## src/source/cpuPkg.sv

```systemverilog
package cpuPkg;

    ////////////////////////////////////////////////////////////
    // sizes
    ////////////////////////////////////////////////////////////

    localparam int wordWidth    = 16;   // data and address word
    localparam int regCount     = 8;
    localparam int regIdxWidth  = 3;
    localparam int memDepth     = 256;  // code and data share it
    localparam int memAddrWidth = 8;    // low address bits only
    localparam int immWidth     = 5;    // sign-extended in datapath

    ////////////////////////////////////////////////////////////
    // opcodes, bits 4:0 of the instruction
    ////////////////////////////////////////////////////////////

    localparam logic [4:0] opAdd  = 5'd0;
    localparam logic [4:0] opSub  = 5'd1;
    localparam logic [4:0] opOr   = 5'd2;
    localparam logic [4:0] opAnd  = 5'd3;
    localparam logic [4:0] opXor  = 5'd4;
    localparam logic [4:0] opSl   = 5'd5;
    localparam logic [4:0] opSr   = 5'd6;
    localparam logic [4:0] opAddi = 5'd7;   // immediate forms 7..13
    localparam logic [4:0] opSubi = 5'd8;
    localparam logic [4:0] opOri  = 5'd9;
    localparam logic [4:0] opAndi = 5'd10;
    localparam logic [4:0] opXori = 5'd11;
    localparam logic [4:0] opSli  = 5'd12;
    localparam logic [4:0] opSri  = 5'd13;
    localparam logic [4:0] opGt   = 5'd14;  // unsigned compares
    localparam logic [4:0] opLt   = 5'd15;
    localparam logic [4:0] opEq   = 5'd16;
    localparam logic [4:0] opBr   = 5'd17;  // decoded as a no-op
    localparam logic [4:0] opStw  = 5'd18;
    localparam logic [4:0] opLdw  = 5'd19;

    ////////////////////////////////////////////////////////////
    // encodings
    ////////////////////////////////////////////////////////////

    typedef enum logic [3:0] {
        aluIdle, aluAdd, aluSub, aluOr, aluAnd, aluXor,
        aluSl, aluSr, aluGt, aluLt, aluEq
    } aluOp_t;

    typedef enum logic [1:0] {
        classAlu, classLoad, classStore, classNone
    } instrClass_t;

    typedef enum logic [2:0] {
        stFetch, stDecode, stExecute, stAluWrite,
        stMemRead, stLoadWrite, stStore
    } state_t;

    // one IR word, read as register form or immediate form
    typedef union packed {
        struct packed {
            logic [regIdxWidth-1:0] rOut;
            logic [regIdxWidth-1:0] rA;
            logic [regIdxWidth-1:0] rB;
            logic [1:0]             unused;
            logic [4:0]             opcode;
        } regForm;
        struct packed {
            logic [regIdxWidth-1:0] rOut;
            logic [regIdxWidth-1:0] rA;
            logic [immWidth-1:0]    imm;
            logic [4:0]             opcode;
        } immForm;
    } instrWord_u;

    typedef struct packed {
        logic pcEn;
        logic irEn;
        logic mdrEn;
        logic memWrite;
        logic rfWrite;
        logic addrFromReg;  // address from rA instead of PC
        logic wbFromMdr;    // writeback from MDR instead of ALU
    } ctrl_t;

    typedef struct packed {
        logic                   valid;
        logic [regIdxWidth-1:0] regIdx;
        logic [wordWidth-1:0]   data;
    } wbReport_t;

    typedef struct packed {
        logic                 valid;
        logic [wordWidth-1:0] addr;
        logic [wordWidth-1:0] data;
    } storeReport_t;

    typedef struct packed {
        logic                    en;
        logic [memAddrWidth-1:0] addr;
        logic [wordWidth-1:0]    data;
    } loadPort_t;

endpackage

```

## src/source/wordMemory.sv

```systemverilog
module wordMemory import cpuPkg::*; (
    input  logic                 clk,
    input  loadPort_t            load,    // program preload
    input  logic [wordWidth-1:0] addr,
    input  logic [wordWidth-1:0] wdata,
    input  logic                 we,
    output logic [wordWidth-1:0] rdata
);

    logic [wordWidth-1:0]    mem [memDepth];
    logic [memAddrWidth-1:0] wordAddr;

    assign wordAddr = addr[memAddrWidth-1:0];   // upper bits ignored

    // single write port, preload wins
    always_ff @(posedge clk) begin
        if (load.en) begin
            mem[load.addr] <= load.data;
        end else if (we) begin
            mem[wordAddr] <= wdata;
        end
    end

    // async read, feeds IR and MDR
    assign rdata = mem[wordAddr];

endmodule

```

## config.mk

```make
export PLATFORM = sky130hd
export DESIGN_NAME = wordMemory
export DESIGN_NICKNAME = d
export VERILOG_FILES = /design/src/source/cpuPkg.sv /design/src/source/wordMemory.sv
export SDC_FILE = /design/constraint.sdc
export NUM_CORES = 2
export LEC_CHECK = 0
export ABC_AREA = 1
export BUFFER_PORTS_ARGS = -buffer_cell sky130_fd_sc_hd__buf_4
export CAP_MARGIN = 20
export CORE_MARGIN = 2
export CORE_UTILIZATION = 45
export CTS_BUF_LIST = sky130_fd_sc_hd__clkbuf_16
export DETAILED_ROUTE_END_ITERATION = 16
export PLACE_DENSITY = 0.63
export SLEW_MARGIN = 30
export SYNTH_ARGS = -nofsm -noshare
export SYNTH_HDL_FRONTEND = slang
export SYNTH_SLANG_ARGS = --single-unit
```

## constraint.sdc

```tcl
create_clock -name clk -period 9.7 [get_ports clk]
set_input_delay 0.485 -clock clk [delete_from_list [all_inputs] [get_ports clk]]
set_output_delay 0.485 -clock clk [all_outputs]
set_load 0.02 [all_outputs]
```

==> flow_metrics.tcl <==
set metrics [dict create \
    tns_ps 0 \
    ant_nets 0 \
    largest_reg_flops 4096 \
    wl_met1_um 183000 \
    arrival_ps 5000 \
    synth_edf_count 4096 \
    synthDistinctLibCells 20 \
    ys_ff_latch 4096 \
    die_w_um 611 \
    endpoint_kind "output pin" \
    power-per-cell-area_nw_per_um2 205 \
    grt_pass1_vias 99402 \
    fin_crit_sh_pct 56.5 \
    synthesis.nets 13708 \
    final_nets 13664 \
    grt_pass1_wl_um 674000 \
    worst-setup-path-type "primary input to output pin" \
    grt_use_total_pct 24.3 \
    finalSetupViolCount 0 \
    drv_slew 0 \
    top_register "mem" \
    route.detailed.drc 0 \
    drt_pass1_iterations 6 \
    cts_resized 0 \
    synthTopCellsByCount "nand2_1, edfxtp_1, nand3_1" \
    ys_top_cells_by_area "edfxtp_1, nand3_1, nand2_1" \
    leakage_nw 64.4 \
    pwr-share-seq_pct 52.3 \
    ys.flop_type "edfxtp_1" \
    hpwlAfterDp_um 242000 \
    cap_violations 0 \
    fmax_mhz 182 \
    syn_inst 13649 \
    coreArea_sq_um 366000 \
    dr.first_iter.drc_count 13362 \
    routed_wl_um 464000 \
    start_kind "primary input" \
    tritoncts "yes" \
    syn_avg_cell_area_sq_um 12.1 \
    synth_area_sq_um 166000 \
    io_buffers 66 \
    cts_buffers 413 \
    synth_largest_area_cell "edfxtp_1" \
    worst_slew_pin_slew_ps 1060 \
    slew_headroom_pct 29.2 \
    via_per_inst 5.69 \
    rsz0062_at_grt "no" \
    holdPathStages 2 \
    fin_util_pct 50.3 \
    ir_drop_mv 0.150 \
    worst_slack_ps 4220 \
    finalHoldViolCount 0 \
    start_util_pct 45.2 \
    p_comb_share_pct 6.7 \
    wl_per_cell_um 24.7 \
    min-delay-path-class "primary input to flip-flop" \
    htreeDepth 5 \
    synth_top_area_share_pct 74.2 \
    rows 222 \
    ios 75 \
    cts.clk_slew.worst_paths_ps 60 \
    cts_root_buf "clkbuf_16" \
    clkPwrFrac_pct 41.0 \
    cts-hold-fix-buffers 0 \
    antenna_found_initial 14 \
    post_cts_buffers 0 \
    crit_fanout 113 \
    wl_met3_um 40900 \
    swShare_pct 23.2 \
    grt-ovfl-total 0 \
    yosysMostFrequentCell "nand2_1" \
    die_area_sq_um 373000 \
    vias 106807 \
    grt_max_degree 200 \
    area_growth_pct 11.2 \
    p_switching_w 0.00876 \
    period_needed_ps 5480 \
    ys_seq_area_share_pct 74.2 \
    cts.sink_count 4096 \
    top_regs "mem (4096)" \
    drive_above_1_share_pct 7.97 \
    pre_cts_slack_ps 4520 \
    p_int_w 0.0289 \
    wl_met2_um 220000 \
    maxUsedRoutingLayer "met4" \
    clockBufferDepth 4 \
    chipHeight_um 611 \
    yosys_warnings 0 \
    cp_data_required_time_ps 9220 \
    status "completed" \
    gp_congestion 0.887 \
    async_reset_ff_share_pct 0 \
]
## critical path, cell delays in order
cell and delay [ps]:
buf_16 270, buf_4 380, buf_12 360, buf_4 700, nand2_1 100, nand3_1 110
nand3_1 140, nand3_1 180, nand3_1 170, nand3_1 390, nand3_1 340, nand2_1 340
nand2_1 100, nand2_1 260, buf_4 200
## cells in the final DEF (no fill, tap or decap), types with 18 or more instances in the layout
cell type     n
nand2_1    4200
nand3_1    4033
nor2_1      271
inv_1       134
clkinv_1     95
clkbuf_16   420
buf_12       39
buf_4       432
edfxtp_1   4096
bufinv_16    31
diode_2      18
clkinv_2     79
## metal layers
layer / vias up / GRT usage (%)
met5: - / 0
met4: 0 / 10.2
met3: 866 / 4.24
met2: 4776 / 38.6
met1: 52567 / 33.0
li1: 48598 / -
## power by group through the flow
stage	logic [W]	clock network (W)	registers [W]
2_1_floorplan	0.00146	0	0.0201
3_3_place_gp	0.00244	0	0.0201
3_5_place_dp	0.00247	0	0.0201
4_1_cts	0.00247	0.0156	0.0197
5_1_grt	0.00267	0.0163	0.0197
6_report	0.00251	0.0155	0.0197
## layout make-up
class	count	area [sq um]
Clock inverter	337	2600
Antenna cell	18	45.0
Tap cell	4816	6030
Inverter	50	240
Sequential cell	4096	123000
Timing Repair Buffer	480	4190
Clock buffer	420	10500
Multi-Input combinational cell	8564	37700
Fill cell	30812	182000
## worst paths after layout
path | startpoint | slack [ps] | endpoint
worst max-delay path | addr[0] | 4220 | rdata[15]
worst min-delay path | load[6] | 150 | mem[149][6]
## stage by stage
step / cells / power, W / instance area (sq um) / hold slack, ps
floorplan: 13649 / 0.0216 / 166000 / 1220
finish: 18781 / 0.0377 / 184000 / 151
global placement: 18002 / 0.0225 / 171000 / 1190
detailed placement: 18003 / 0.0226 / 171000 / 1200
global route: 18769 / 0.0387 / 184000 / 128
CTS: 18760 / 0.0378 / 184000 / 158
## cells by family after synthesis
kind of cell    share of synthesized area [%]
mux                                     0.109
simple gates                             22.4
buf+inv                                  3.21
flops                                    74.2
compound gates                         0.0287
Power figures use the tool's default switching activity.
