**src/source/cpuPkg.sv**
```systemverilog
package cpuPkg;

    ////////////////////////////////////////////////////////////
    // sizes
    ////////////////////////////////////////////////////////////

    localparam int wordWidth    = 16;   // data and address word
    localparam int regCount     = 8;
    localparam int regIdxWidth  = 3;
    localparam int memDepth     = 256;  // code and data share it
    localparam int memAddrWidth = 8;    // low address bits only
    localparam int immWidth     = 5;    // sign-extended in datapath

    ////////////////////////////////////////////////////////////
    // opcodes, bits 4:0 of the instruction
    ////////////////////////////////////////////////////////////

    localparam logic [4:0] opAdd  = 5'd0;
    localparam logic [4:0] opSub  = 5'd1;
    localparam logic [4:0] opOr   = 5'd2;
    localparam logic [4:0] opAnd  = 5'd3;
    localparam logic [4:0] opXor  = 5'd4;
    localparam logic [4:0] opSl   = 5'd5;
    localparam logic [4:0] opSr   = 5'd6;
    localparam logic [4:0] opAddi = 5'd7;   // immediate forms 7..13
    localparam logic [4:0] opSubi = 5'd8;
    localparam logic [4:0] opOri  = 5'd9;
    localparam logic [4:0] opAndi = 5'd10;
    localparam logic [4:0] opXori = 5'd11;
    localparam logic [4:0] opSli  = 5'd12;
    localparam logic [4:0] opSri  = 5'd13;
    localparam logic [4:0] opGt   = 5'd14;  // unsigned compares
    localparam logic [4:0] opLt   = 5'd15;
    localparam logic [4:0] opEq   = 5'd16;
    localparam logic [4:0] opBr   = 5'd17;  // decoded as a no-op
    localparam logic [4:0] opStw  = 5'd18;
    localparam logic [4:0] opLdw  = 5'd19;

    ////////////////////////////////////////////////////////////
    // encodings
    ////////////////////////////////////////////////////////////

    typedef enum logic [3:0] {
        aluIdle, aluAdd, aluSub, aluOr, aluAnd, aluXor,
        aluSl, aluSr, aluGt, aluLt, aluEq
    } aluOp_t;

    typedef enum logic [1:0] {
        classAlu, classLoad, classStore, classNone
    } instrClass_t;

    typedef enum logic [2:0] {
        stFetch, stDecode, stExecute, stAluWrite,
        stMemRead, stLoadWrite, stStore
    } state_t;

    // one IR word, read as register form or immediate form
    typedef union packed {
        struct packed {
            logic [regIdxWidth-1:0] rOut;
            logic [regIdxWidth-1:0] rA;
            logic [regIdxWidth-1:0] rB;
            logic [1:0]             unused;
            logic [4:0]             opcode;
        } regForm;
        struct packed {
            logic [regIdxWidth-1:0] rOut;
            logic [regIdxWidth-1:0] rA;
            logic [immWidth-1:0]    imm;
            logic [4:0]             opcode;
        } immForm;
    } instrWord_u;

    typedef struct packed {
        logic pcEn;
        logic irEn;
        logic mdrEn;
        logic memWrite;
        logic rfWrite;
        logic addrFromReg;  // address from rA instead of PC
        logic wbFromMdr;    // writeback from MDR instead of ALU
    } ctrl_t;

    typedef struct packed {
        logic                   valid;
        logic [regIdxWidth-1:0] regIdx;
        logic [wordWidth-1:0]   data;
    } wbReport_t;

    typedef struct packed {
        logic                 valid;
        logic [wordWidth-1:0] addr;
        logic [wordWidth-1:0] data;
    } storeReport_t;

    typedef struct packed {
        logic                    en;
        logic [memAddrWidth-1:0] addr;
        logic [wordWidth-1:0]    data;
    } loadPort_t;

endpackage

```
**src/source/controlFsm.sv**
```systemverilog
module controlFsm import cpuPkg::*; (
    input  logic        clk,
    input  logic        reset,
    input  instrClass_t instrClass,   // decoded from the IR
    output ctrl_t       ctrl
);

    state_t state;
    state_t nextState;

    ////////////////////////////////////////////////////////////
    // state register
    ////////////////////////////////////////////////////////////

    always_ff @(posedge clk or posedge reset) begin
        if (reset) begin
            state <= stFetch;
        end else begin
            state <= nextState;
        end
    end

    ////////////////////////////////////////////////////////////
    // sequencing
    ////////////////////////////////////////////////////////////

    always_comb begin
        nextState = stFetch;   // last state of every path
        case (state)
            stFetch:   nextState = stDecode;
            stDecode: begin
                // IR is valid here, branch on class
                case (instrClass)
                    classAlu:   nextState = stExecute;
                    classLoad:  nextState = stMemRead;
                    classStore: nextState = stStore;
                    default:    nextState = stFetch;   // BR, unused opcodes
                endcase
            end
            stExecute: nextState = stAluWrite;
            stMemRead: nextState = stLoadWrite;
            default:   nextState = stFetch;
        endcase
    end

    // enables decoded from state alone
    always_comb begin
        ctrl = '0;
        case (state)
            stFetch: begin
                ctrl.pcEn = 1'b1;        // PC+1 and IR load together
                ctrl.irEn = 1'b1;
            end
            stMemRead: begin
                ctrl.mdrEn       = 1'b1;
                ctrl.addrFromReg = 1'b1; // address from rA
            end
            stAluWrite: begin
                ctrl.rfWrite = 1'b1;
            end
            stLoadWrite: begin
                ctrl.rfWrite   = 1'b1;
                ctrl.wbFromMdr = 1'b1;
            end
            stStore: begin
                ctrl.memWrite    = 1'b1;
                ctrl.addrFromReg = 1'b1;
            end
            default: ;
        endcase
    end

endmodule

```
**config.mk**
```make
export PLATFORM = sky130hd
export DESIGN_NAME = controlFsm
export DESIGN_NICKNAME = d
export VERILOG_FILES = /design/src/source/cpuPkg.sv /design/src/source/controlFsm.sv
export SDC_FILE = /design/constraint.sdc
export NUM_CORES = 1
export LEC_CHECK = 0
export ABC_AREA = 1
export BUFFER_PORTS_ARGS = -buffer_cell sky130_fd_sc_hd__buf_4
export CAP_MARGIN = 20
export CELL_PAD_IN_SITES_DETAIL_PLACEMENT = 2
export CELL_PAD_IN_SITES_GLOBAL_PLACEMENT = 2
export CORE_AREA = 3 3 40 42
export CTS_BUF_LIST = sky130_fd_sc_hd__clkbuf_4
export DETAILED_ROUTE_END_ITERATION = 16
export DIE_AREA = 0 0 43 45
export PLACE_DENSITY_LB_ADDON = 0.1
export SYNTH_ARGS = -nofsm -noshare
export SYNTH_HDL_FRONTEND = slang
export SYNTH_SLANG_ARGS = --single-unit
```
**constraint.sdc**
```tcl
create_clock -name clk -period 1.9 [get_ports clk]
set_input_delay 0.38 -clock clk [delete_from_list [all_inputs] [get_ports clk]]
set_output_delay 0.38 -clock clk [all_outputs]
set_load 0.01 [all_outputs]
```
==> results.json, run 1 <==
{
  "status": "finished clean",
  "slew_headroom_pct": 85.62,
  "wirelength_um": 650,
  "die-height_um": 45,
  "drv_cap": 0,
  "timing.critical_path.buf_inv": 2,
  "fillerInstances": 159,
  "numCtsBuffers": 3,
  "gp_congestion": 0.6085,
  "die_w_um": 43,
  "viasPerCell": 3.871,
  "row_count": 13,
  "hpwl_um": 580.1,
  "synth.distinct_cells": 7,
  "post-route-drc-count": 0,
  "grt_remaining_overflow": 0,
  "yosysWarnings": 0,
  "grt_max_degree": 8,
  "worstReg2RegEnd": "state[1]",
  "vias": 240,
  "cp-endpoint": "ctrl[5]",
  "max_stage_delay_ps": 400,
  "layout-drive-gt1-share_pct": 31.91,
  "hold_class": "in -> async",
  "critPathSlowestCell": "dfrtp_1",
  "cp-startpoint": "state[2]",
  "path_clk_slew_ps": 40,
  "worst_setup_path_end_kind": "output port",
  "fin_nets": 55,
  "crit_fanout": 4,
  "first_pass_iters": 2,
  "critPathRequiredTime_ps": 1520,
  "clock-root-buffer": "clkbuf_4",
  "finalHoldViolCount": 0,
  "p_total_mw": 0.5276,
  "rrSetupSlack_ps": 1000,
  "path_depth": 4,
  "postCtsSetupRepairBufs": 0,
  "post-route-min-period_ps": 1498,
  "cts_tree": "built",
  "portBuffers": 10,
  "synth-seq-cells": 3,
  "area_delta_synth_final_pct": 51.95,
  "cellPowerDensity_nw_per_um2": 1550,
  "cts_sinks": 3,
  "ys_seq_area_share_pct": 33.52,
  "antenna_cells": 0,
  "grt_pass1_vias": 291,
  "reg_top3": "state x3",
  "startpoint_type": "flip-flop",
  "fmax_ghz": 0.6676,
  "post_drt_wl_per_cell_um": 10.48,
  "cp_top_family": "flip-flops",
  "synth_nets": 41,
  "htreeDepth": 1,
  "cts-hold-fix-buffers": 0,
  "regMostFlops": "state",
  "start_util_pct": 17.43,
  "clock_path_buffers": 2,
  "netlist_instances": 34,
  "largest_register_ff_count": 3,
  "r2r_start": "state[1]",
  "seq_area_sq_um": 75.07,
  "crit_chain": "inv_1 > nand2_1 > nor2_1 > buf_4",
  "syn_avg_cell_area_sq_um": 6.587,
  "io_pins": 11,
  "finClkSkew_ps": 0.6416,
  "finalCritPeriodShare_pct": 78.83,
  "antenna_found_initial": 0,
  "slew_violations": 0,
  "die_area_sq_um": 1935,
  "ant_nets": 0,
  "rsz0062_at_grt": "false",
  "reg2reg_depth": 5,
  "grtUsageTotal_pct": 8.417,
  "power_leakage_nw": 0.2198,
  "dr.first_iter.drc_count": 1,
  "setup_viol": 0,
  "core_sq_um": 1285,
  "setup_tns_ps": 0,
  "clk_latency_ps": 230,
  "multi_input_area_sq_um": 115.1,
  "tightest_slew_ps": 215.6,
  "syn_area_sq_um": 224.0,
  "vdd_drop_max_mv": 0.2869,
  "ctsResizeCount": 0,
  "grt_pass1_wl_um": 1152,
  "path_class": "reg -> out",
  "cp.arrival_ps": 1120
}
==> where the power goes <==
part	switching (mW)	total, mW	leakage [nW]	internal, mW
Sequential	0.0337	0.128	0.0380	0.0939
Clock	0.0338	0.127	0.0184	0.0930
Combinational	0.153	0.273	0.163	0.120
Total	0.221	0.528	0.220	0.307
==> synthesized netlist by cell type (all sizes together) <==
cell / instances / share of area [%]
nand2: 10 / 17
ha: 3 / 17
buf: 1 / 3.4
dfrtp: 3 / 34
nor2: 10 / 18
inv: 7 / 12
==> kinds of logic (layout without fill, tap and decap cells) <==
family / Yosys count / count (layout) / synth area share [%]
flip-flops: 3 / 3 / 33.52
buffers and inverters: 8 / 21 / 15.09
adder cells (fa/ha/maj): 3 / 3 / 16.76
AND/OR/NAND/NOR: 20 / 20 / 34.64
==> metal layers <==
metal	GRT usage (%)	part of all wire [%]	wire (um)
met1	6.763	34	222
met2	15.87	58	380
met3	3.187	7.2	47
met4	7.229	0	0
met5	0	0	0
==> cell usage in the layout (no fill, tap or decap) <==
master and n:
nand2_1 10, buf_4 10, clkbuf_4 4, ha_1 3, dfrtp_1 3, nor2_1 9
nor2_2 1, inv_1 7
==> worst min path at each step <==
| stage | start | end | slack (ps) | cells past startpoint |
|---|---|---|---|---|
| 3_3_place_gp | reset | state[2] | 260 | 2 |
| 6_report | reset | state[1] | 20 | 2 |
| 5_1_grt | reset | state[2] | 10 | 2 |
| 4_1_cts | reset | state[2] | 20 | 2 |
| 2_1_floorplan | reset | state[0] | 130 | 1 |
| 3_5_place_dp | reset | state[1] | 260 | 2 |
==> cell type report <==
| class | count | share of cell area (%) |
|---|---|---|
| clock buffers | 4 | 8.824 |
| inverters | 7 | 7.721 |
| multi-input cells | 23 | 33.82 |
| flip-flops and latches | 3 | 22.06 |
| well taps | 15 | 5.515 |
| repair buffers | 10 | 22.06 |
==> per-stage QoR <==
| step | std cells | util [%] | worst slack [ps] | hold slack, ps | area, sq um |
|---|---|---|---|---|---|
| after global routing | 62 | 26.48 | 276.2 | 12.53 | 340.3 |
| after global placement | 58 | 24.15 | 665.6 | 255.9 | 310.3 |
| after detailed placement | 58 | 24.15 | 624.1 | 263.8 | 310.3 |
| after CTS | 62 | 26.48 | 368.9 | 15.87 | 340.3 |
| after floorplan | 34 | - | 615.4 | 133.6 | 224.0 |
| final | 62 | 26.48 | 402.2 | 15.42 | 340.3 |
No activity file was read; power rests on OpenSTA's default activity.
==> run 2, diff against run 1 <==
Clock period 1.9 ns to 1.2 ns, I/O delays scaled along.
==> results.json, run 2 (same netlist as run 1, synthesis figures left out) <==
{
  "max_stage_delay_ps": 400,
  "dp_slack_ps": 43.08,
  "numCtsBuffers": 3,
  "grt_max_degree": 7,
  "violations": "negative setup slack",
  "rsz0062_at_grt": "true",
  "path_clk_slew_ps": 40,
  "path_common_cell": "buf_4",
  "critPathRequiredTime_ps": 960,
  "slew_headroom_pct": 89.95,
  "area_delta_synth_final_pct": 90.50,
  "hpwl_um": 540.6,
  "slew_violations": 0,
  "reg_top3": "state x3",
  "setup_viol": 6,
  "layoutNonFillerInstCount": 67,
  "antenna_cells": 0,
  "fmax_ghz": 0.7673,
  "crit_chain": "inv_2 > buf_4 > nor2_4 > buf_4",
  "finalHoldViolCount": 0,
  "fin_nets": 60,
  "post-route-min-period_ps": 1303,
  "io_pins": 11,
  "startpoint_type": "flip-flop",
  "p_total_mw": 1.086,
  "first_pass_iters": 4,
  "post-route-drc-count": 0,
  "rrSetupSlack_ps": 300,
  "gp_congestion": 0.6240,
  "layout_commonest_cell": "buf_4",
  "hold_class": "in -> reg",
  "clock-root-buffer": "clkbuf_4",
  "setup_tns_ps": -554.6,
  "drv_cap": 0,
  "htreeDepth": 1,
  "die_w_um": 43,
  "dp_cells": 58,
  "grt_pass1_vias": 278,
  "grt.busiest_layer": "met2",
  "cts_tree": "built",
  "largest_register_ff_count": 3,
  "use_met1_pct": 6.506,
  "grt_pass1_wl_um": 1083,
  "final_area_sq_um": 426.7,
  "seq_area_sq_um": 76.32,
  "postLayoutCoreUtil_pct": 33.20,
  "start_util_pct": 17.43,
  "portBuffers": 10,
  "grtUsageTotal_pct": 7.827,
  "use_met3_pct": 1.992,
  "regMostFlops": "state",
  "placed_cell_area_sq_um": 310.3,
  "core_sq_um": 1285,
  "antenna_found_initial": 0,
  "vias": 266,
  "wirelength_um": 694,
  "use_met2_pct": 15.87,
  "cellPowerDensity_nw_per_um2": 2545,
  "post_drt_wl_per_cell_um": 10.36,
  "multi_input_area_sq_um": 152.6,
  "whs_ps": 422.2,
  "status": "finished with violations",
  "tightest_slew_ps": 150.4,
  "vdd_drop_max_mv": 0.6134,
  "die-height_um": 45,
  "fillerInstances": 151,
  "finClkSkew_ps": 0.03303,
  "row_count": 13,
  "grt_remaining_overflow": 0,
  "worst_setup_path_end_kind": "output port",
  "die_area_sq_um": 1935,
  "critPathSlowestCell": "dfrtp_1",
  "clock_path_buffers": 2,
  "fin_ws_ps": -103.3,
  "finalCritPeriodShare_pct": 108.6,
  "ant_nets": 0,
  "power_leakage_nw": 0.2433,
  "path_class": "reg -> out",
  "crit_fanout": 3,
  "viasPerCell": 3.970,
  "cts_sinks": 3,
  "layout-drive-gt1-share_pct": 57.69,
  "clk_latency_ps": 230,
  "cp.arrival_ps": 1060,
  "dr.first_iter.drc_count": 1,
  "most-common-layout-cells": "12 x buf_4, 7 x nand2_1, 5 x nor2_1, 4 x inv_1, 4 x clkbuf_4"
}
[run 2: cell types whose count changed in the layout (fill, tap and decap cells not counted), sizes merged]
cell         delta
buf             +4
dlygate4sd3     +1
[run 2: repair_timing]
action,in CTS,in global routing
hold buffers,1,0
gates resized for setup,9,8
pin swaps,2,3
setup endpoints to repair,6,7
hold endpoints to repair,3,0
buffers inserted,4,0
[run 2: worst max-delay path, delay by kind of cell, from the launching register on]
kind / cells / cell delay [ps]
buffers and inverters: 3 / 400
flip-flops: 1 / 400
AND/OR/NAND/NOR: 1 / 40
[run 2: power breakdown]
group	internal [mW]	total [mW]	switching, mW
clock	0.147	0.204	0.0564
sequential	0.152	0.213	0.0605
combinational	0.329	0.669	0.341
[run 2: path summary, 6_finish.rpt]
| check | depth (start not counted) | endpoint | startpoint |
|---|---|---|---|
| worst max-delay path | 4 | ctrl[0] | state[2] |
| worst min-delay path | 5 | state[1] | instrClass[0] |
| worst max register to register | 5 | state[2] | state[1] |
| worst min register to register | 3 | state[0] | state[1] |
| max in group asynchronous | 3 | state[0] | reset |
| min in group asynchronous | 3 | state[2] | reset |
[run 2: per-layer routing]
metal / share of wire, % / routed length, um
met5: 0 / 0
met4: 0 / 0
met3: 7.6 / 53
met2: 59 / 411
met1: 33 / 229
[run 2: area by class of cell]
type | instances | share of cell area [%]
multi-input cells | 23 | 35.78
inverters | 7 | 6.158
flip-flops and latches | 3 | 17.89
well taps | 15 | 4.399
repair buffers | 15 | 28.74
clock buffers | 4 | 7.038
==> run 3, diff against run 2 <==
Settings changed: RECOVER_POWER set to 100.
==> results.json, run 3 (same netlist as run 1, synthesis figures left out) <==
{
  "grt_pass1_wl_um": 1083,
  "antenna_found_initial": 0,
  "cp-startpoint": "state[2]",
  "finalCritPeriodShare_pct": 108.6,
  "vdd_drop_max_mv": 0.6134,
  "cp_top_family": "flip-flops",
  "first_pass_iters": 4,
  "io_pins": 11,
  "layoutNonFillerInstCount": 67,
  "largest_register_ff_count": 3,
  "cts_sinks": 3,
  "final_area_sq_um": 426.7,
  "drv_cap": 0,
  "critPathRequiredTime_ps": 960,
  "reg_top3": "state x3",
  "whs_ps": 422.2,
  "dr.first_iter.drc_count": 1,
  "regMostFlops": "state",
  "clk_latency_ps": 230,
  "slew_headroom_pct": 89.95,
  "vias": 266,
  "cp.arrival_ps": 1060,
  "fmax_ghz": 0.7673,
  "rsz0062_at_grt": "true",
  "viasPerCell": 3.970,
  "htreeDepth": 1,
  "fin_nets": 60,
  "setup_tns_ps": -554.7,
  "fillerInstances": 151,
  "layout-drive-gt1-share_pct": 57.69,
  "post-route-min-period_ps": 1303,
  "area_delta_synth_final_pct": 90.50,
  "status": "finished with violations",
  "crit_chain": "inv_2 > buf_4 > nor2_4 > buf_4",
  "hold_class": "in -> reg",
  "grtUsageTotal_pct": 7.827,
  "timing.critical_path.buf_inv": 3,
  "numCtsBuffers": 3,
  "wirelength_um": 693,
  "post-route-drc-count": 0,
  "antenna_cells": 0,
  "startpoint_type": "flip-flop",
  "grt.busiest_layer": "met2",
  "die-height_um": 45,
  "power_leakage_nw": 0.2431,
  "min_from": "instrClass[0]",
  "worst_setup_path_end_kind": "output port",
  "post_drt_wl_per_cell_um": 10.34,
  "ant_nets": 0,
  "slew_violations": 0,
  "p_total_mw": 1.086,
  "start_util_pct": 17.43,
  "r2r_start": "state[1]",
  "max_stage_delay_ps": 400,
  "finalHoldViolCount": 0,
  "setup_viol": 6,
  "use_met1_pct": 6.506,
  "most-common-layout-cells": "11 x buf_4, 7 x nand2_1, 5 x nor2_1, 5 x clkbuf_4, 4 x inv_1",
  "tightest_slew_ps": 150.4,
  "critPathSlowestCell": "dfrtp_1",
  "grt_remaining_overflow": 0,
  "dp_cells": 58,
  "layout_commonest_cell": "buf_4",
  "placed_cell_area_sq_um": 310.3,
  "hpwl_um": 540.6,
  "use_met3_pct": 1.992,
  "grt_max_degree": 7,
  "portBuffers": 10,
  "finClkSkew_ps": 0.02090,
  "path_clk_slew_ps": 40,
  "cts_tree": "built",
  "use_met2_pct": 15.87,
  "path_common_cell": "buf_4",
  "clock-root-buffer": "clkbuf_4",
  "grt_pass1_vias": 278,
  "crit_fanout": 3,
  "fin_ws_ps": -103.3,
  "die_area_sq_um": 1935,
  "cellPowerDensity_nw_per_um2": 2545,
  "dp_slack_ps": 43.08,
  "postLayoutCoreUtil_pct": 33.20,
  "die_w_um": 43,
  "path_class": "reg -> out",
  "violations": "negative setup slack",
  "clock_path_buffers": 2,
  "gp_congestion": 0.6240,
  "row_count": 13,
  "core_sq_um": 1285
}
==> run 3: power breakdown <==
group	total, mW	switching (mW)	internal (mW)
logic	0.669	0.341	0.328
clock network	0.204	0.0564	0.147
registers	0.213	0.0605	0.152
==> run 3: worst reg2reg max path: stages, from the launching register on <==
cell and delay (ps):
dfrtp_1 370, inv_2 110, nand2_1 120, nor2_2 120, nand2_1 60, nand2_1 60
==> run 3: timing repair <==
action                     4_1_cts  5_1_grt
pin swaps                        2        3
hold buffers                     1        0
gates resized for setup          9        8
buffers inserted                 4        0
hold endpoints to repair         3        0
setup endpoints to repair        6        7
==> run 3: worst paths after layout <==
| check | endpoint | cells past startpoint | slack (ps) |
|---|---|---|---|
| max | ctrl[0] | 4 | -100 |
| min | state[1] | 5 | 420 |
| max reg2reg | state[2] | 5 | 300 |
| min reg2reg | state[0] | 3 | 580 |
| max in group asynchronous | state[0] | 3 | 630 |
| min in group asynchronous | state[2] | 3 | 430 |
==> run 3: per-layer routing <==
layer / part of all wire (%) / wire [um]
met2: 59 / 410
met1: 33 / 228
met3: 7.6 / 53
met4: 0 / 0
met5: 0 / 0
==> run 3: cell type report <==
type | count | area (sq um) | area share [%]
Multi-Input combinational cell | 23 | 152.6 | 35.78
Timing Repair Buffer | 15 | 122.6 | 28.74
Clock buffer | 4 | 30.03 | 7.038
Tap cell | 15 | 18.77 | 4.399
Inverter | 7 | 26.28 | 6.158
Sequential cell | 3 | 76.32 | 17.89
