==> config.mk <==
export PLATFORM = sky130hd
export DESIGN_NAME = datapath
export DESIGN_NICKNAME = d
export VERILOG_FILES = /design/src/source/cpuPkg.sv /design/src/source/alu.sv /design/src/source/datapath.sv /design/src/source/instrDecoder.sv /design/src/source/regFile.sv
export SDC_FILE = /design/constraint.sdc
export NUM_CORES = 1
export LEC_CHECK = 0
export BUFFER_PORTS_ARGS = -buffer_cell sky130_fd_sc_hd__buf_2
export CORE_ASPECT_RATIO = 0.75
export CORE_MARGIN = 2
export CORE_UTILIZATION = 50
export DETAILED_ROUTE_END_ITERATION = 8
export GPL_TIMING_DRIVEN = 1
export PLACE_DENSITY = 0.74
export SYNTH_ARGS = -nofsm -noshare
export SYNTH_HDL_FRONTEND = slang
export SYNTH_SLANG_ARGS = --single-unit
==> constraint.sdc <==
create_clock -name clk -period 7.61 [get_ports clk]
set_clock_uncertainty 0.05 [all_clocks]
set_input_delay 0.3805 -clock clk [delete_from_list [all_inputs] [get_ports clk]]
set_output_delay 0.3805 -clock clk [all_outputs]
set_load 0.05 [all_outputs]
==> src/source/cpuPkg.sv <==
package cpuPkg;

    ////////////////////////////////////////////////////////////
    // sizes
    ////////////////////////////////////////////////////////////

    localparam int wordWidth    = 16;   // data and address word
    localparam int regCount     = 8;
    localparam int regIdxWidth  = 3;
    localparam int memDepth     = 256;  // code and data share it
    localparam int memAddrWidth = 8;    // low address bits only
    localparam int immWidth     = 5;    // sign-extended in datapath

    ////////////////////////////////////////////////////////////
    // opcodes, bits 4:0 of the instruction
    ////////////////////////////////////////////////////////////

    localparam logic [4:0] opAdd  = 5'd0;
    localparam logic [4:0] opSub  = 5'd1;
    localparam logic [4:0] opOr   = 5'd2;
    localparam logic [4:0] opAnd  = 5'd3;
    localparam logic [4:0] opXor  = 5'd4;
    localparam logic [4:0] opSl   = 5'd5;
    localparam logic [4:0] opSr   = 5'd6;
    localparam logic [4:0] opAddi = 5'd7;   // immediate forms 7..13
    localparam logic [4:0] opSubi = 5'd8;
    localparam logic [4:0] opOri  = 5'd9;
    localparam logic [4:0] opAndi = 5'd10;
    localparam logic [4:0] opXori = 5'd11;
    localparam logic [4:0] opSli  = 5'd12;
    localparam logic [4:0] opSri  = 5'd13;
    localparam logic [4:0] opGt   = 5'd14;  // unsigned compares
    localparam logic [4:0] opLt   = 5'd15;
    localparam logic [4:0] opEq   = 5'd16;
    localparam logic [4:0] opBr   = 5'd17;  // decoded as a no-op
    localparam logic [4:0] opStw  = 5'd18;
    localparam logic [4:0] opLdw  = 5'd19;

    ////////////////////////////////////////////////////////////
    // encodings
    ////////////////////////////////////////////////////////////

    typedef enum logic [3:0] {
        aluIdle, aluAdd, aluSub, aluOr, aluAnd, aluXor,
        aluSl, aluSr, aluGt, aluLt, aluEq
    } aluOp_t;

    typedef enum logic [1:0] {
        classAlu, classLoad, classStore, classNone
    } instrClass_t;

    typedef enum logic [2:0] {
        stFetch, stDecode, stExecute, stAluWrite,
        stMemRead, stLoadWrite, stStore
    } state_t;

    // one IR word, read as register form or immediate form
    typedef union packed {
        struct packed {
            logic [regIdxWidth-1:0] rOut;
            logic [regIdxWidth-1:0] rA;
            logic [regIdxWidth-1:0] rB;
            logic [1:0]             unused;
            logic [4:0]             opcode;
        } regForm;
        struct packed {
            logic [regIdxWidth-1:0] rOut;
            logic [regIdxWidth-1:0] rA;
            logic [immWidth-1:0]    imm;
            logic [4:0]             opcode;
        } immForm;
    } instrWord_u;

    typedef struct packed {
        logic pcEn;
        logic irEn;
        logic mdrEn;
        logic memWrite;
        logic rfWrite;
        logic addrFromReg;  // address from rA instead of PC
        logic wbFromMdr;    // writeback from MDR instead of ALU
    } ctrl_t;

    typedef struct packed {
        logic                   valid;
        logic [regIdxWidth-1:0] regIdx;
        logic [wordWidth-1:0]   data;
    } wbReport_t;

    typedef struct packed {
        logic                 valid;
        logic [wordWidth-1:0] addr;
        logic [wordWidth-1:0] data;
    } storeReport_t;

    typedef struct packed {
        logic                    en;
        logic [memAddrWidth-1:0] addr;
        logic [wordWidth-1:0]    data;
    } loadPort_t;

endpackage

==> src/source/alu.sv <==
module alu import cpuPkg::*; (
    input  logic                 clk,
    input  logic                 reset,
    input  logic                 en,       // execute phase from datapath
    input  aluOp_t               op,
    input  logic [wordWidth-1:0] a,
    input  logic [wordWidth-1:0] b,
    output logic [wordWidth-1:0] result
);

    logic [3:0] shamt;

    assign shamt = b[3:0];   // shifts past 15 not encodable

    always_ff @(posedge clk or posedge reset) begin
        if (reset) begin
            result <= '0;
        end else if (en) begin
            case (op)
                aluAdd: result <= a + b;        // wraps mod 2^16
                aluSub: result <= a - b;
                aluOr:  result <= a | b;
                aluAnd: result <= a & b;
                aluXor: result <= a ^ b;
                aluSl:  result <= a << shamt;  // logical
                aluSr:  result <= a >> shamt;
                // unsigned compares, zero-extended flag
                aluGt:  result <= {{(wordWidth-1){1'b0}}, (a > b)};
                aluLt:  result <= {{(wordWidth-1){1'b0}}, (a < b)};
                aluEq:  result <= {{(wordWidth-1){1'b0}}, (a == b)};
                default: result <= result;     // idle holds
            endcase
        end
    end

endmodule

==> src/source/datapath.sv <==
module datapath import cpuPkg::*; (
    input  logic                 clk,
    input  logic                 reset,
    input  ctrl_t                ctrl,
    input  logic [wordWidth-1:0] memRdata,
    output instrClass_t          instrClass,
    output logic [wordWidth-1:0] memAddr,
    output logic [wordWidth-1:0] memWdata,
    output logic                 memWe,
    output wbReport_t            wb,
    output storeReport_t         store
);

    logic [wordWidth-1:0] pc;
    instrWord_u           ir;
    logic [wordWidth-1:0] mdr;     // load data

    aluOp_t               aluOp;
    logic                 immSel;
    logic                 aluEn;
    logic [wordWidth-1:0] immExt;
    logic [wordWidth-1:0] operandB;
    logic [wordWidth-1:0] aluResult;
    logic [wordWidth-1:0] rdDataA;
    logic [wordWidth-1:0] rdDataB;
    logic [wordWidth-1:0] wbData;

    ////////////////////////////////////////////////////////////
    // PC, IR, MDR
    ////////////////////////////////////////////////////////////

    always_ff @(posedge clk or posedge reset) begin
        if (reset) begin
            pc  <= '0;
            ir  <= '0;
            mdr <= '0;
        end else begin
            if (ctrl.pcEn) pc <= pc + 1'b1;
            if (ctrl.irEn) ir <= memRdata;    // fetch word
            if (ctrl.mdrEn) mdr <= memRdata;  // LDW word
        end
    end

    instrDecoder iDecoder (
        .instr      (ir),
        .aluOp      (aluOp),
        .immSel     (immSel),
        .instrClass (instrClass)
    );

    regFile iRegFile (
        .clk     (clk),
        .reset   (reset),
        .we      (ctrl.rfWrite),
        .rdIdxA  (ir.regForm.rA),
        .rdIdxB  (ir.regForm.rB),
        .wrIdx   (ir.regForm.rOut),
        .wrData  (wbData),
        .rdDataA (rdDataA),
        .rdDataB (rdDataB)
    );

    // sign-extend bits 9:5
    assign immExt   = {{(wordWidth-immWidth){ir.immForm.imm[immWidth-1]}}, ir.immForm.imm};
    assign operandB = immSel ? immExt : rdDataB;

    // decode and execute phases, i.e. no fetch, no writeback, no memory access
    assign aluEn = !(ctrl.irEn || ctrl.rfWrite || ctrl.addrFromReg);

    alu iAlu (
        .clk    (clk),
        .reset  (reset),
        .en     (aluEn),
        .op     (aluOp),
        .a      (rdDataA),
        .b      (operandB),
        .result (aluResult)
    );

    ////////////////////////////////////////////////////////////
    // memory side and reports
    ////////////////////////////////////////////////////////////

    assign memAddr  = ctrl.addrFromReg ? rdDataA : pc;
    assign memWdata = rdDataB;            // STW data from rB
    assign memWe    = ctrl.memWrite;

    assign wbData = ctrl.wbFromMdr ? mdr : aluResult;

    assign wb.valid    = ctrl.rfWrite;    // one-cycle pulse
    assign wb.regIdx   = ir.regForm.rOut;
    assign wb.data     = wbData;

    assign store.valid = ctrl.memWrite;
    assign store.addr  = memAddr;
    assign store.data  = memWdata;

endmodule

==> src/source/instrDecoder.sv <==
module instrDecoder import cpuPkg::*; (
    input  instrWord_u  instr,
    output aluOp_t      aluOp,
    output logic        immSel,       // operand B from immediate
    output instrClass_t instrClass
);

    logic [4:0] opcode;

    assign opcode = instr.regForm.opcode;   // same bits in both views

    always_comb begin
        aluOp      = aluIdle;
        immSel     = 1'b0;
        instrClass = classAlu;
        case (opcode)
            // register forms
            opAdd:  aluOp = aluAdd;
            opSub:  aluOp = aluSub;
            opOr:   aluOp = aluOr;
            opAnd:  aluOp = aluAnd;
            opXor:  aluOp = aluXor;
            opSl:   aluOp = aluSl;
            opSr:   aluOp = aluSr;
            // immediate forms
            opAddi: aluOp = aluAdd;
            opSubi: aluOp = aluSub;
            opOri:  aluOp = aluOr;
            opAndi: aluOp = aluAnd;
            opXori: aluOp = aluXor;
            opSli:  aluOp = aluSl;
            opSri:  aluOp = aluSr;
            // compares, 1 or 0
            opGt:   aluOp = aluGt;
            opLt:   aluOp = aluLt;
            opEq:   aluOp = aluEq;
            // memory
            opStw:  instrClass = classStore;
            opLdw:  instrClass = classLoad;
            opBr:   instrClass = classNone;   // branch not supported
            default: begin
                instrClass = classNone;       // opcodes 20..31
            end
        endcase

        // 7..13 take the 5-bit immediate
        if (opcode >= opAddi && opcode <= opSri) begin
            immSel = 1'b1;
        end
    end

endmodule

==> src/source/regFile.sv <==
module regFile import cpuPkg::*; (
    input  logic                   clk,
    input  logic                   reset,
    input  logic                   we,
    input  logic [regIdxWidth-1:0] rdIdxA,
    input  logic [regIdxWidth-1:0] rdIdxB,
    input  logic [regIdxWidth-1:0] wrIdx,
    input  logic [wordWidth-1:0]   wrData,
    output logic [wordWidth-1:0]   rdDataA,
    output logic [wordWidth-1:0]   rdDataB
);

    logic [wordWidth-1:0] regs [regCount];   // r0 is writable too

    // one write port
    always_ff @(posedge clk or posedge reset) begin
        if (reset) begin
            for (int i = 0; i < regCount; i++) begin
                regs[i] <= '0;
            end
        end else if (we) begin
            regs[wrIdx] <= wrData;
        end
    end

    // reads see the old value in a write cycle
    assign rdDataA = regs[rdIdxA];
    assign rdDataB = regs[rdIdxB];

endmodule

==> impl_metrics.yaml, run 1 <==
worst_setup_path:
  rrSetupSlack_ns: 2.20
  arrival_ns: 5.68
  crit_path_start_kind: "flip-flop"
  critical-path-top-delay-family: "compound AO/OA/AOI/OAI gates"
  crit_chain: "buf_4, mux4_2, mux2i_2, buf_4, inv_1, ha_1, o21ai_0, a21oi_1, o221a_2, o21ai_0, o21ai_0, and4_1, o31ai_1, a31oi_1"
  crit_buf_inv: 3
  crit_fanout: 30
  crit_top_cell: "o21ai_0"
  cp-end-kind: "flip-flop"
  path_class: "reg -> reg"
  critPathSlowestCell: "dfrtp_1"
  worst-endpoint-required_ns: 7.88
  max_stage_delay_ns: 1.02
global_route:
  grt_max_degree: 125
  grt_use_total_pct: 33.17
  grt_antenna_before_repair: 0
  overflow: 0
  grt_pass1_vias: 11350
  grt_pass1_wl_microns: 70760
sta:
  setup_viol_count_final: 0
  holdWs_ns: 0.04091
  fin_crit_ns: 5.406
  worstMarginPinSlew_ns: 1.141
  final_hold_viol_count: 0
  rsz0062_at_grt: "no"
  finalMaxSlewViolations: 0
  fmax_ghz: 0.1850
  slew_headroom_pct: 23.14
  period_share_pct: 71.04
  fin_tns_setup_ns: 0
yosys:
  synth-seq-area-share_pct: 35.30
  async_flop_share_pct: 100.0
  synthFlopType: "dfrtp_1"
  syn_area_per_cell_sq_um: 9.258
  mappedNetlistNets: 1547
  postSynthCellCount: 1470
  yosysWarnings: 0
  ys_ff_latch: 192
  synth_cell_type_count: 77
  synth-edff-count: 0
  syn_area_sq_mm: 0.01361
clocking:
  insertion_delay_ns: 0.45
  clkSlewWorstSetupHoldPaths_ns: 0.08
  cts_tree: "yes"
  ctsResizeCount: 0
  numCtsBuffers: 17
  hold_buffers: 0
  root_buffer: "clkbuf_16"
  htree_num_levels: 4
  cts_setup_buffers: 0
  cts.path.max_buffers: 2
  cts.sinks: 192
floorplanning:
  die_area_sq_mm: 0.02857
  initial_core_util_pct: 50.65
  die_y_microns: 146.9
  rows: 52
  io_pins: 113
  core_sq_mm: 0.02687
  fp.dieW_microns: 194.5
drt:
  postRouteWirelength_microns: 47270
  wl_per_cell_microns: 25.51
  dr.first_iter.drc_count: 1759
  first_pass_iters: 5
  vias_per_cell: 6.586
  num_vias: 12200
  drc: 0
  antenna_left: 0
finish:
  finalNonFillerCells: 1853
  final_nets: 1566
  fillerInstances: 2409
  area_delta_synth_final_pct: 8.413
  drive_gt1_share_pct: 21.11
  utilization_pct: 54.91
  antenna_cells: 0
pwr:
  power_leakage_nw: 6.419
  total_power_mw: 6.998
  p_per_area_mw_per_mm2: 474.3
  vdd_drop_max_mv: 0.3527
placed_design:
  io_buffers: 109
  place_hpwl_microns: 34530
  dpl.cell_count: 1821
  gp_congestion: 1.068
outcome:
  status: "finished, final reports clean"
min_path:
  hold_class: "in -> async"
run:
  maxCapViolCount: 0
[flip-flops by register name, indices dropped and copies added, names as in the netlist]
register,count
iRegFile.regs,128
iAlu.result,16
ir,16
mdr,16
pc,16
[report_power, final]
part | leakage, nW | switching [mW] | internal [mW]
Clock | 0.286 | 0.460 | 0.437
Sequential | 2.27 | 0.370 | 1.39
Combinational | 3.86 | 2.88 | 1.46
[area by class of cell]
| cell class | count | area, sq um | area share (%) |
|---|---|---|---|
| multi-input combinational | 1076 | 7909 | 53.60 |
| tap | 351 | 439.2 | 2.977 |
| inverter | 62 | 245.2 | 1.662 |
| timing repair buffer | 140 | 778.2 | 5.275 |
| sequential | 192 | 4808 | 32.59 |
| clock buffer | 17 | 425.4 | 2.883 |
| clock inverter | 15 | 148.9 | 1.009 |
[layer usage]
layer	global-route usage, %	part of all wire, %	vias up
li1	-	-	5301
met1	49.37	43	6029
met2	46.00	41	792
met3	11.57	14	82
met4	8.154	2.3	0
met5	0	0	-
[worst paths after layout]
check	start	endpoint	cells after the start
worst max-delay path	ir[8]	iAlu.result[15]	14
worst min-delay path	reset	iRegFile.regs[55]	2
worst max register to register	ir[8]	iAlu.result[15]	14
worst min register to register	pc[15]	pc[15]	1
max in group asynchronous	reset	ir[12]	3
min in group clk	memRdata[0]	ir[0]	3
[layout by cell type, fill, tap and decap left out, types with 5 or more instances in the layout]
cell / instances
a211oi_1: 13
a21o_1: 6
a21oi_1: 122
a221oi_1: 14
a31oi_1: 12
a32oi_1: 5
and3_1: 5
buf_2: 109
buf_4: 31
clkbuf_16: 17
dfrtp_1: 189
ha_1: 50
inv_1: 58
inv_6: 5
inv_8: 5
mux2_2: 63
mux2i_1: 69
mux4_2: 55
nand2_1: 125
nand2b_1: 16
nand3_1: 28
nand4_1: 7
nand4b_1: 6
nor2_1: 174
nor2b_1: 12
nor3_1: 21
nor4_1: 6
o211ai_1: 17
o21a_1: 5
o21ai_0: 110
o22ai_1: 14
xnor2_1: 26
xor2_1: 6
[per-stage QoR]
stage | area (sq um) | worst slack [ns]
after CTS | 14750 | 2.424
final | 14750 | 2.204
after detailed placement | 14180 | 2.420
after global routing | 14750 | 1.875
after global placement | 14180 | 2.636
after floorplan | 13610 | 1.952
[Yosys cell counts (7+ instances only)]
| cell | instances | share of area (%) |
|---|---|---|
| a211oi_1 | 13 | 0.72 |
| a21oi_1 | 122 | 4.5 |
| a221oi_1 | 14 | 0.90 |
| a31oi_1 | 12 | 0.55 |
| buf_1 | 11 | 0.30 |
| buf_2 | 13 | 0.48 |
| buf_4 | 42 | 2.3 |
| clkbuf_1 | 74 | 2.0 |
| dfrtp_1 | 192 | 35 |
| ha_1 | 50 | 4.6 |
| inv_1 | 59 | 1.6 |
| mux2_2 | 63 | 5.2 |
| mux2i_1 | 70 | 5.1 |
| mux4_2 | 55 | 9.1 |
| nand2_1 | 125 | 3.4 |
| nand2b_1 | 16 | 0.74 |
| nand3_1 | 28 | 1.0 |
| nand4_1 | 7 | 0.32 |
| nor2_1 | 174 | 4.8 |
| nor2b_1 | 12 | 0.55 |
| nor3_1 | 24 | 0.88 |
| o211ai_1 | 17 | 0.94 |
| o21ai_0 | 110 | 4.0 |
| o22ai_1 | 14 | 0.64 |
| xnor2_1 | 26 | 1.7 |
[logic make-up (layout without fill, tap and decap cells)]
kind of cell	after synthesis	count (layout)	synth area share [%]
adders and majority gates	52	52	4.891
AOI/OAI and AO/OA	376	376	17.01
DFF	192	192	35.30
muxes	191	191	19.90
xor gates and xnor gates	32	32	2.059
buffers and inverters	202	234	6.886
and+or+nand+nor	425	425	13.95
Power figures use the tool's default switching activity.
==> inputs of run 2 (changes only) <==
- clock period: 7.61 -> 5 ns (I/O delays scaled with it)
==> run 2 against run 1 <==
  * Clock power rose by 56%
  * Register-to-register slack worse by 2.0 ns
  * Sequential share of layout area fell by 0.59 points
  * Die area unchanged
  * Utilization increased by 1.0 points
  * Hold slack lost 0.034 ns
  * Cell count rose by 1.6%
  * Total power grew 53%
  * Critical path depth decreased by 2
  * Critical path type unchanged
  * Critical endpoint is now iAlu.result[0]
  * Largest power group unchanged
==> impl_metrics.yaml, run 2 (same netlist as run 1, synthesis figures left out) <==
global_route:
  grt_pass1_wl_microns: 71620
  grt_max_degree: 171
  overflow: 0
  grt_antenna_before_repair: 2
  grt_use_total_pct: 33.40
  grt_pass1_vias: 11510
min_path:
  hold_class: "in -> reg"
sta:
  period_share_pct: 96.90
  fin_tns_setup_ns: 0
  holdWs_ns: 0.006625
  slew_headroom_pct: 30.29
  setup_viol_count_final: 0
  final_hold_viol_count: 0
  rsz0062_at_grt: "no"
  fin_crit_ns: 4.845
  fmax_ghz: 0.2064
  finalMaxSlewViolations: 0
  worstMarginPinSlew_ns: 1.040
clocking:
  cts.path.max_buffers: 2
  numCtsBuffers: 17
  insertion_delay_ns: 0.45
  root_buffer: "clkbuf_16"
  cts_tree: "yes"
  clkSlewWorstSetupHoldPaths_ns: 0.08
  htree_num_levels: 4
  cts.sinks: 192
floorplanning:
  io_pins: 113
  rows: 52
  fp.dieW_microns: 194.5
  die_area_sq_mm: 0.02857
  initial_core_util_pct: 50.65
  die_y_microns: 146.9
  core_sq_mm: 0.02687
placed_design:
  dpl-instance-area_sq_mm: 0.01438
  gp_congestion: 1.012
  io_buffers: 109
  place_hpwl_microns: 34700
finish:
  utilization_pct: 55.93
  layout_common_cells: "189 x dfrtp_1, 173 x nor2_1, 125 x nand2_1"
  largest_register_ffs: 128
  final_nets: 1595
  area_delta_synth_final_pct: 10.43
  fillerInstances: 2466
  drive_gt1_share_pct: 22.27
  final_cell_area_sq_mm: 0.01503
  mostFrequentLayoutCell: "dfrtp_1"
  top_register: "iRegFile.regs"
drt:
  num_vias: 12110
  wl_per_cell_microns: 24.95
  first_pass_iters: 5
  postRouteWirelength_microns: 46990
  dr.first_iter.drc_count: 1188
  vias_per_cell: 6.432
  antenna_left: 0
  drc: 0
worst_setup_path:
  crit_path_start_kind: "flip-flop"
  crit_fanout: 25
  worst-endpoint-required_ns: 5.29
  arrival_ns: 5.13
  critPathSlowestCell: "dfrtp_2"
  path_class: "reg -> reg"
  crit_chain: "buf_4, mux4_2, mux2_2, o21ai_1, ha_1, nor4_1, nand4_1, nor2_1, nor3_1, mux2i_1, a32oi_1, o32a_1"
  cp-end-kind: "flip-flop"
  max_stage_delay_ns: 0.80
  rrSetupSlack_ns: 0.15
pwr:
  power_leakage_nw: 6.564
  p_per_area_mw_per_mm2: 713.8
  vdd_drop_max_mv: 0.5236
outcome:
  status: "finished, final reports clean"
run:
  maxCapViolCount: 0
## run 2: cell count changes in the layout (fill, tap and decap cells not counted), sizes merged
cell / change
diode: +1
clkinvlp: +2
buf: +23
bufinv: +1
clkinv: -3
dlygate4sd3: +6
clkbuf: +1
inv: -1
## run 2: layout make-up
| cell class | count | area [sq um] | area share [%] |
|---|---|---|---|
| clock inverters | 14 | 150.1 | 0.9991 |
| inverters | 62 | 241.5 | 1.607 |
| well taps | 351 | 439.2 | 2.922 |
| repair buffers | 169 | 1036 | 6.894 |
| flip-flops and latches | 192 | 4808 | 32.00 |
| multi-input cells | 1076 | 7911 | 52.64 |
| diodes | 1 | 2.502 | 0.01665 |
| clock buffers | 18 | 439.2 | 2.922 |
## run 2: worst paths after layout
check                            start              to  depth (start not counted)
max reg2reg                      ir[7]  iAlu.result[0]                         12
min in group asynchronous        reset          ir[15]                          3
min reg2reg                     pc[15]          pc[15]                          1
max in group asynchronous        reset          mdr[6]                          4
max                              ir[7]  iAlu.result[0]                         12
min                        memRdata[0]           ir[0]                          3
## run 2: power by group
part,switching [mW],leakage (nW),internal [mW]
clock network,0.680,0.291,0.722
registers,0.528,2.27,2.12
logic,4.37,4.00,2.31
total,5.58,6.56,5.15
## run 2: per-layer routing
layer  global-route usage [%]  vias up  routed length, microns
met2                    47.51      664                   19690
met3                    12.86       76                    5606
li1                         -     5366                       -
met5                        0        -                      13
met4                    8.577        2                    1021
met1                    47.77     6003                   20660
## run 2: repair_timing
| item | in CTS | in global routing |
|---|---|---|
| setup buffers | 0 | 0 |
| endpoints found under the setup margin | 0 | 1 |
| hold buffers | 6 | 0 |
| resized for setup | 0 | 1 |
| hold endpoints to repair | 29 | 0 |
## run 2: through the flow
step	setup slack [ns]	instances	total power, mW
CTS	0.1075	1882	10.57
detailed placement	0.1245	1844	9.142
global placement	0.1104	1844	9.073
global route	0.06010	1882	11.31
floorplan	0.07472	1470	7.378
finish	0.1550	1883	10.73
## run 2: critical path: cells and delay by family (launching register included)
| kind | cells | cell delay [ns] |
|---|---|---|
| AOI/OAI and AO/OA | 3 | 0.93 |
| buffers and inverters | 1 | 0.46 |
| DFF | 1 | 0.80 |
| and+or+nand+nor | 4 | 0.98 |
| adders and majority gates | 1 | 0.45 |
| muxes | 3 | 1.05 |
==> inputs of run 3 (changes only) <==
- CORE_UTILIZATION: 50 -> 55
- PLACE_DENSITY: 0.74 -> 0.82
- clock period: 5 -> 4.02 ns (I/O delays scaled with it)
==> run 3 against run 2 <==
  * Total power rose by 34%
  * Non-clock buffer count rose by 82
  * Sequential power rose by 24%
  * Via count rose by 4.7%
  * Design area rose by 6.1%
  * Global-route usage rose by 3.7 points
  * Hold slack improved by 0.21 ns
  * Worst setup slack got worse by 0.073 ns
==> impl_metrics.yaml, run 3 (same netlist as run 1, synthesis figures left out) <==
outcome:
  status: "finished, final reports clean"
run:
  maxCapViolCount: 0
drt:
  first_pass_iters: 6
  num_vias: 12680
  wl_per_cell_microns: 24.27
  drc: 0
  vias_per_cell: 6.523
  postRouteWirelength_microns: 47190
  antenna_left: 0
  dr.first_iter.drc_count: 1647
placed_design:
  gp_congestion: 1.024
  dpl.cell_count: 1885
  place_hpwl_microns: 34700
  io_buffers: 109
  dpl-instance-area_sq_mm: 0.01495
finish:
  top_register: "iRegFile.regs"
  largest_register_ffs: 128
  final_cell_area_sq_mm: 0.01595
  layout_common_cells: "187 x dfrtp_1, 170 x nor2_1, 125 x nand2_1"
  area_delta_synth_final_pct: 17.16
  multi_input_area_sq_mm: 0.008135
  mostFrequentLayoutCell: "dfrtp_1"
  fillerInstances: 1879
  regArea_sq_mm: 0.004811
  final_nets: 1677
  finalNonFillerCells: 1944
  antenna_cells: 0
  drive_gt1_share_pct: 27.34
pwr:
  p_comb_share_pct: 64.8
  swShare_pct: 50.92
  clockPowerShare_pct: 12.4
  total_power_mw: 14.40
  p_per_area_mw_per_mm2: 903.3
  power_leakage_nw: 7.038
  power_frac_seq_pct: 22.8
  vdd_drop_max_mv: 0.6049
  p_int_mw: 7.069
  p_sw_mw: 7.334
global_route:
  grt_antenna_before_repair: 0
  overflow: 0
  grt_use_total_pct: 37.13
  grt_max_degree: 126
  grt_pass1_vias: 12220
  grt_pass1_wl_microns: 72490
clocking:
  cts.sinks: 192
  clkSlewWorstSetupHoldPaths_ns: 0.08
  htree_num_levels: 4
  cts.path.max_buffers: 2
  numCtsBuffers: 17
  insertion_delay_ns: 0.45
  root_buffer: "clkbuf_16"
  cts_tree: "yes"
sta:
  setup_viol_count_final: 0
  slew_headroom_pct: 8.477
  worstMarginPinSlew_ns: 1.335
  period_share_pct: 97.97
  fmax_ghz: 0.2539
  final_hold_viol_count: 0
  finalMaxSlewViolations: 0
  fin_crit_ns: 3.938
worst_setup_path:
  crit_chain: "buf_4, mux2_1, mux4_2, mux2i_4, ha_1, nand2b_1, a221oi_2, o41ai_2, o41ai_2, buf_4, o41ai_4, nand2b_4, a31oi_1, o32a_1"
  worst-endpoint-required_ns: 4.31
  path_class: "reg -> reg"
  critical-path-top-delay-family: "compound AO/OA/AOI/OAI gates"
  critPathSlowestCell: "mux4_2"
  crit_fanout: 6
  cp-end-kind: "flip-flop"
  crit_path_start_kind: "flip-flop"
  crit_buf_inv: 2
  arrival_ns: 4.23
  max_stage_delay_ns: 0.54
min_path:
  hold_class: "in -> reg"
floorplanning:
  rows: 49
  initial_core_util_pct: 56.34
  io_pins: 113
  fp.dieW_microns: 185.6
  die_y_microns: 140.2
  die_area_sq_mm: 0.02603
  core_sq_mm: 0.02416
-- run 3: changes by cell type in the layout (fill, tap and decap cells not counted), sizes merged --
| cell | change |
|---|---|
| buf | +70 |
| bufinv | +1 |
| clkbuf | +1 |
| clkinv | +1 |
| clkinvlp | +2 |
| diode | -1 |
| dlygate4sd3 | +12 |
| inv | -5 |
-- run 3: what timing repair did --
item,4_1_cts,5_1_grt
pin swaps,1,3
endpoints found under the hold margin,62,0
gates resized for setup,4,29
hold buffers,18,0
buffers inserted,1,8
endpoints found under the setup margin,3,9
-- run 3: power groups by stage --
stage                     clock [mW]  sequential, mW  combinational (mW)
after floorplan                    0            3.02                6.36
after global placement             0            3.24                8.67
after detailed placement           0            3.29                8.75
after CTS                       1.79            3.26                8.84
after global routing            1.88            3.37                9.88
final                           1.78            3.29                9.33
-- run 3: worst min-delay path: cells and delay by family --
kind | cells | cell delay [ns]
and+or+nand+nor | 2 | 0.23
AOI/OAI and AO/OA | 1 | 0.06
buffers and inverters | 1 | 0.19
-- run 3: final timing paths --
path                              start                 to  slack, ns  depth (start not counted)
worst max-delay path              ir[7]    iAlu.result[11]       0.08                         14
worst min-delay path            ctrl[2]    iAlu.result[15]       0.21                          4
worst max register to register    ir[7]    iAlu.result[11]       0.08                         14
worst min register to register   pc[15]             pc[15]       0.42                          1
max in group asynchronous         reset             ir[11]       2.42                          4
min in group asynchronous         reset  iRegFile.regs[88]       0.35                          3
-- run 3: metal layers --
layer	global-route usage, %	share of wire, %	vias to the layer above
li1	-	-	5523
met1	54.51	41	6231
met2	53.46	43	834
met3	12.01	13	93
met4	8.827	2.0	0
met5	0	0	-
-- run 3: through the flow --
| stage | setup TNS, ns | setup slack, ns | utilization, % | hold WS [ns] |
|---|---|---|---|---|
| detailed placement | 0 | 0.0007843 | 61.88 | 0.2876 |
| floorplan | -0.05539 | -0.04530 | - | 0.2381 |
| global route | -0.1208 | -0.05923 | 66.01 | 0.2454 |
| global placement | 0 | 0.07479 | 61.88 | 0.2816 |
| CTS | 0 | 0.03357 | 65.25 | 0.1859 |
| finish | 0 | 0.08170 | 66.01 | 0.2134 |
-- run 3: layout make-up --
class,count,area share (%)
clock buffers,19,2.841
clock inverters,13,0.9730
inverters,62,1.514
multi-input cells,1076,51.02
flip-flops and latches,192,30.17
well taps,331,2.597
repair buffers,251,10.88
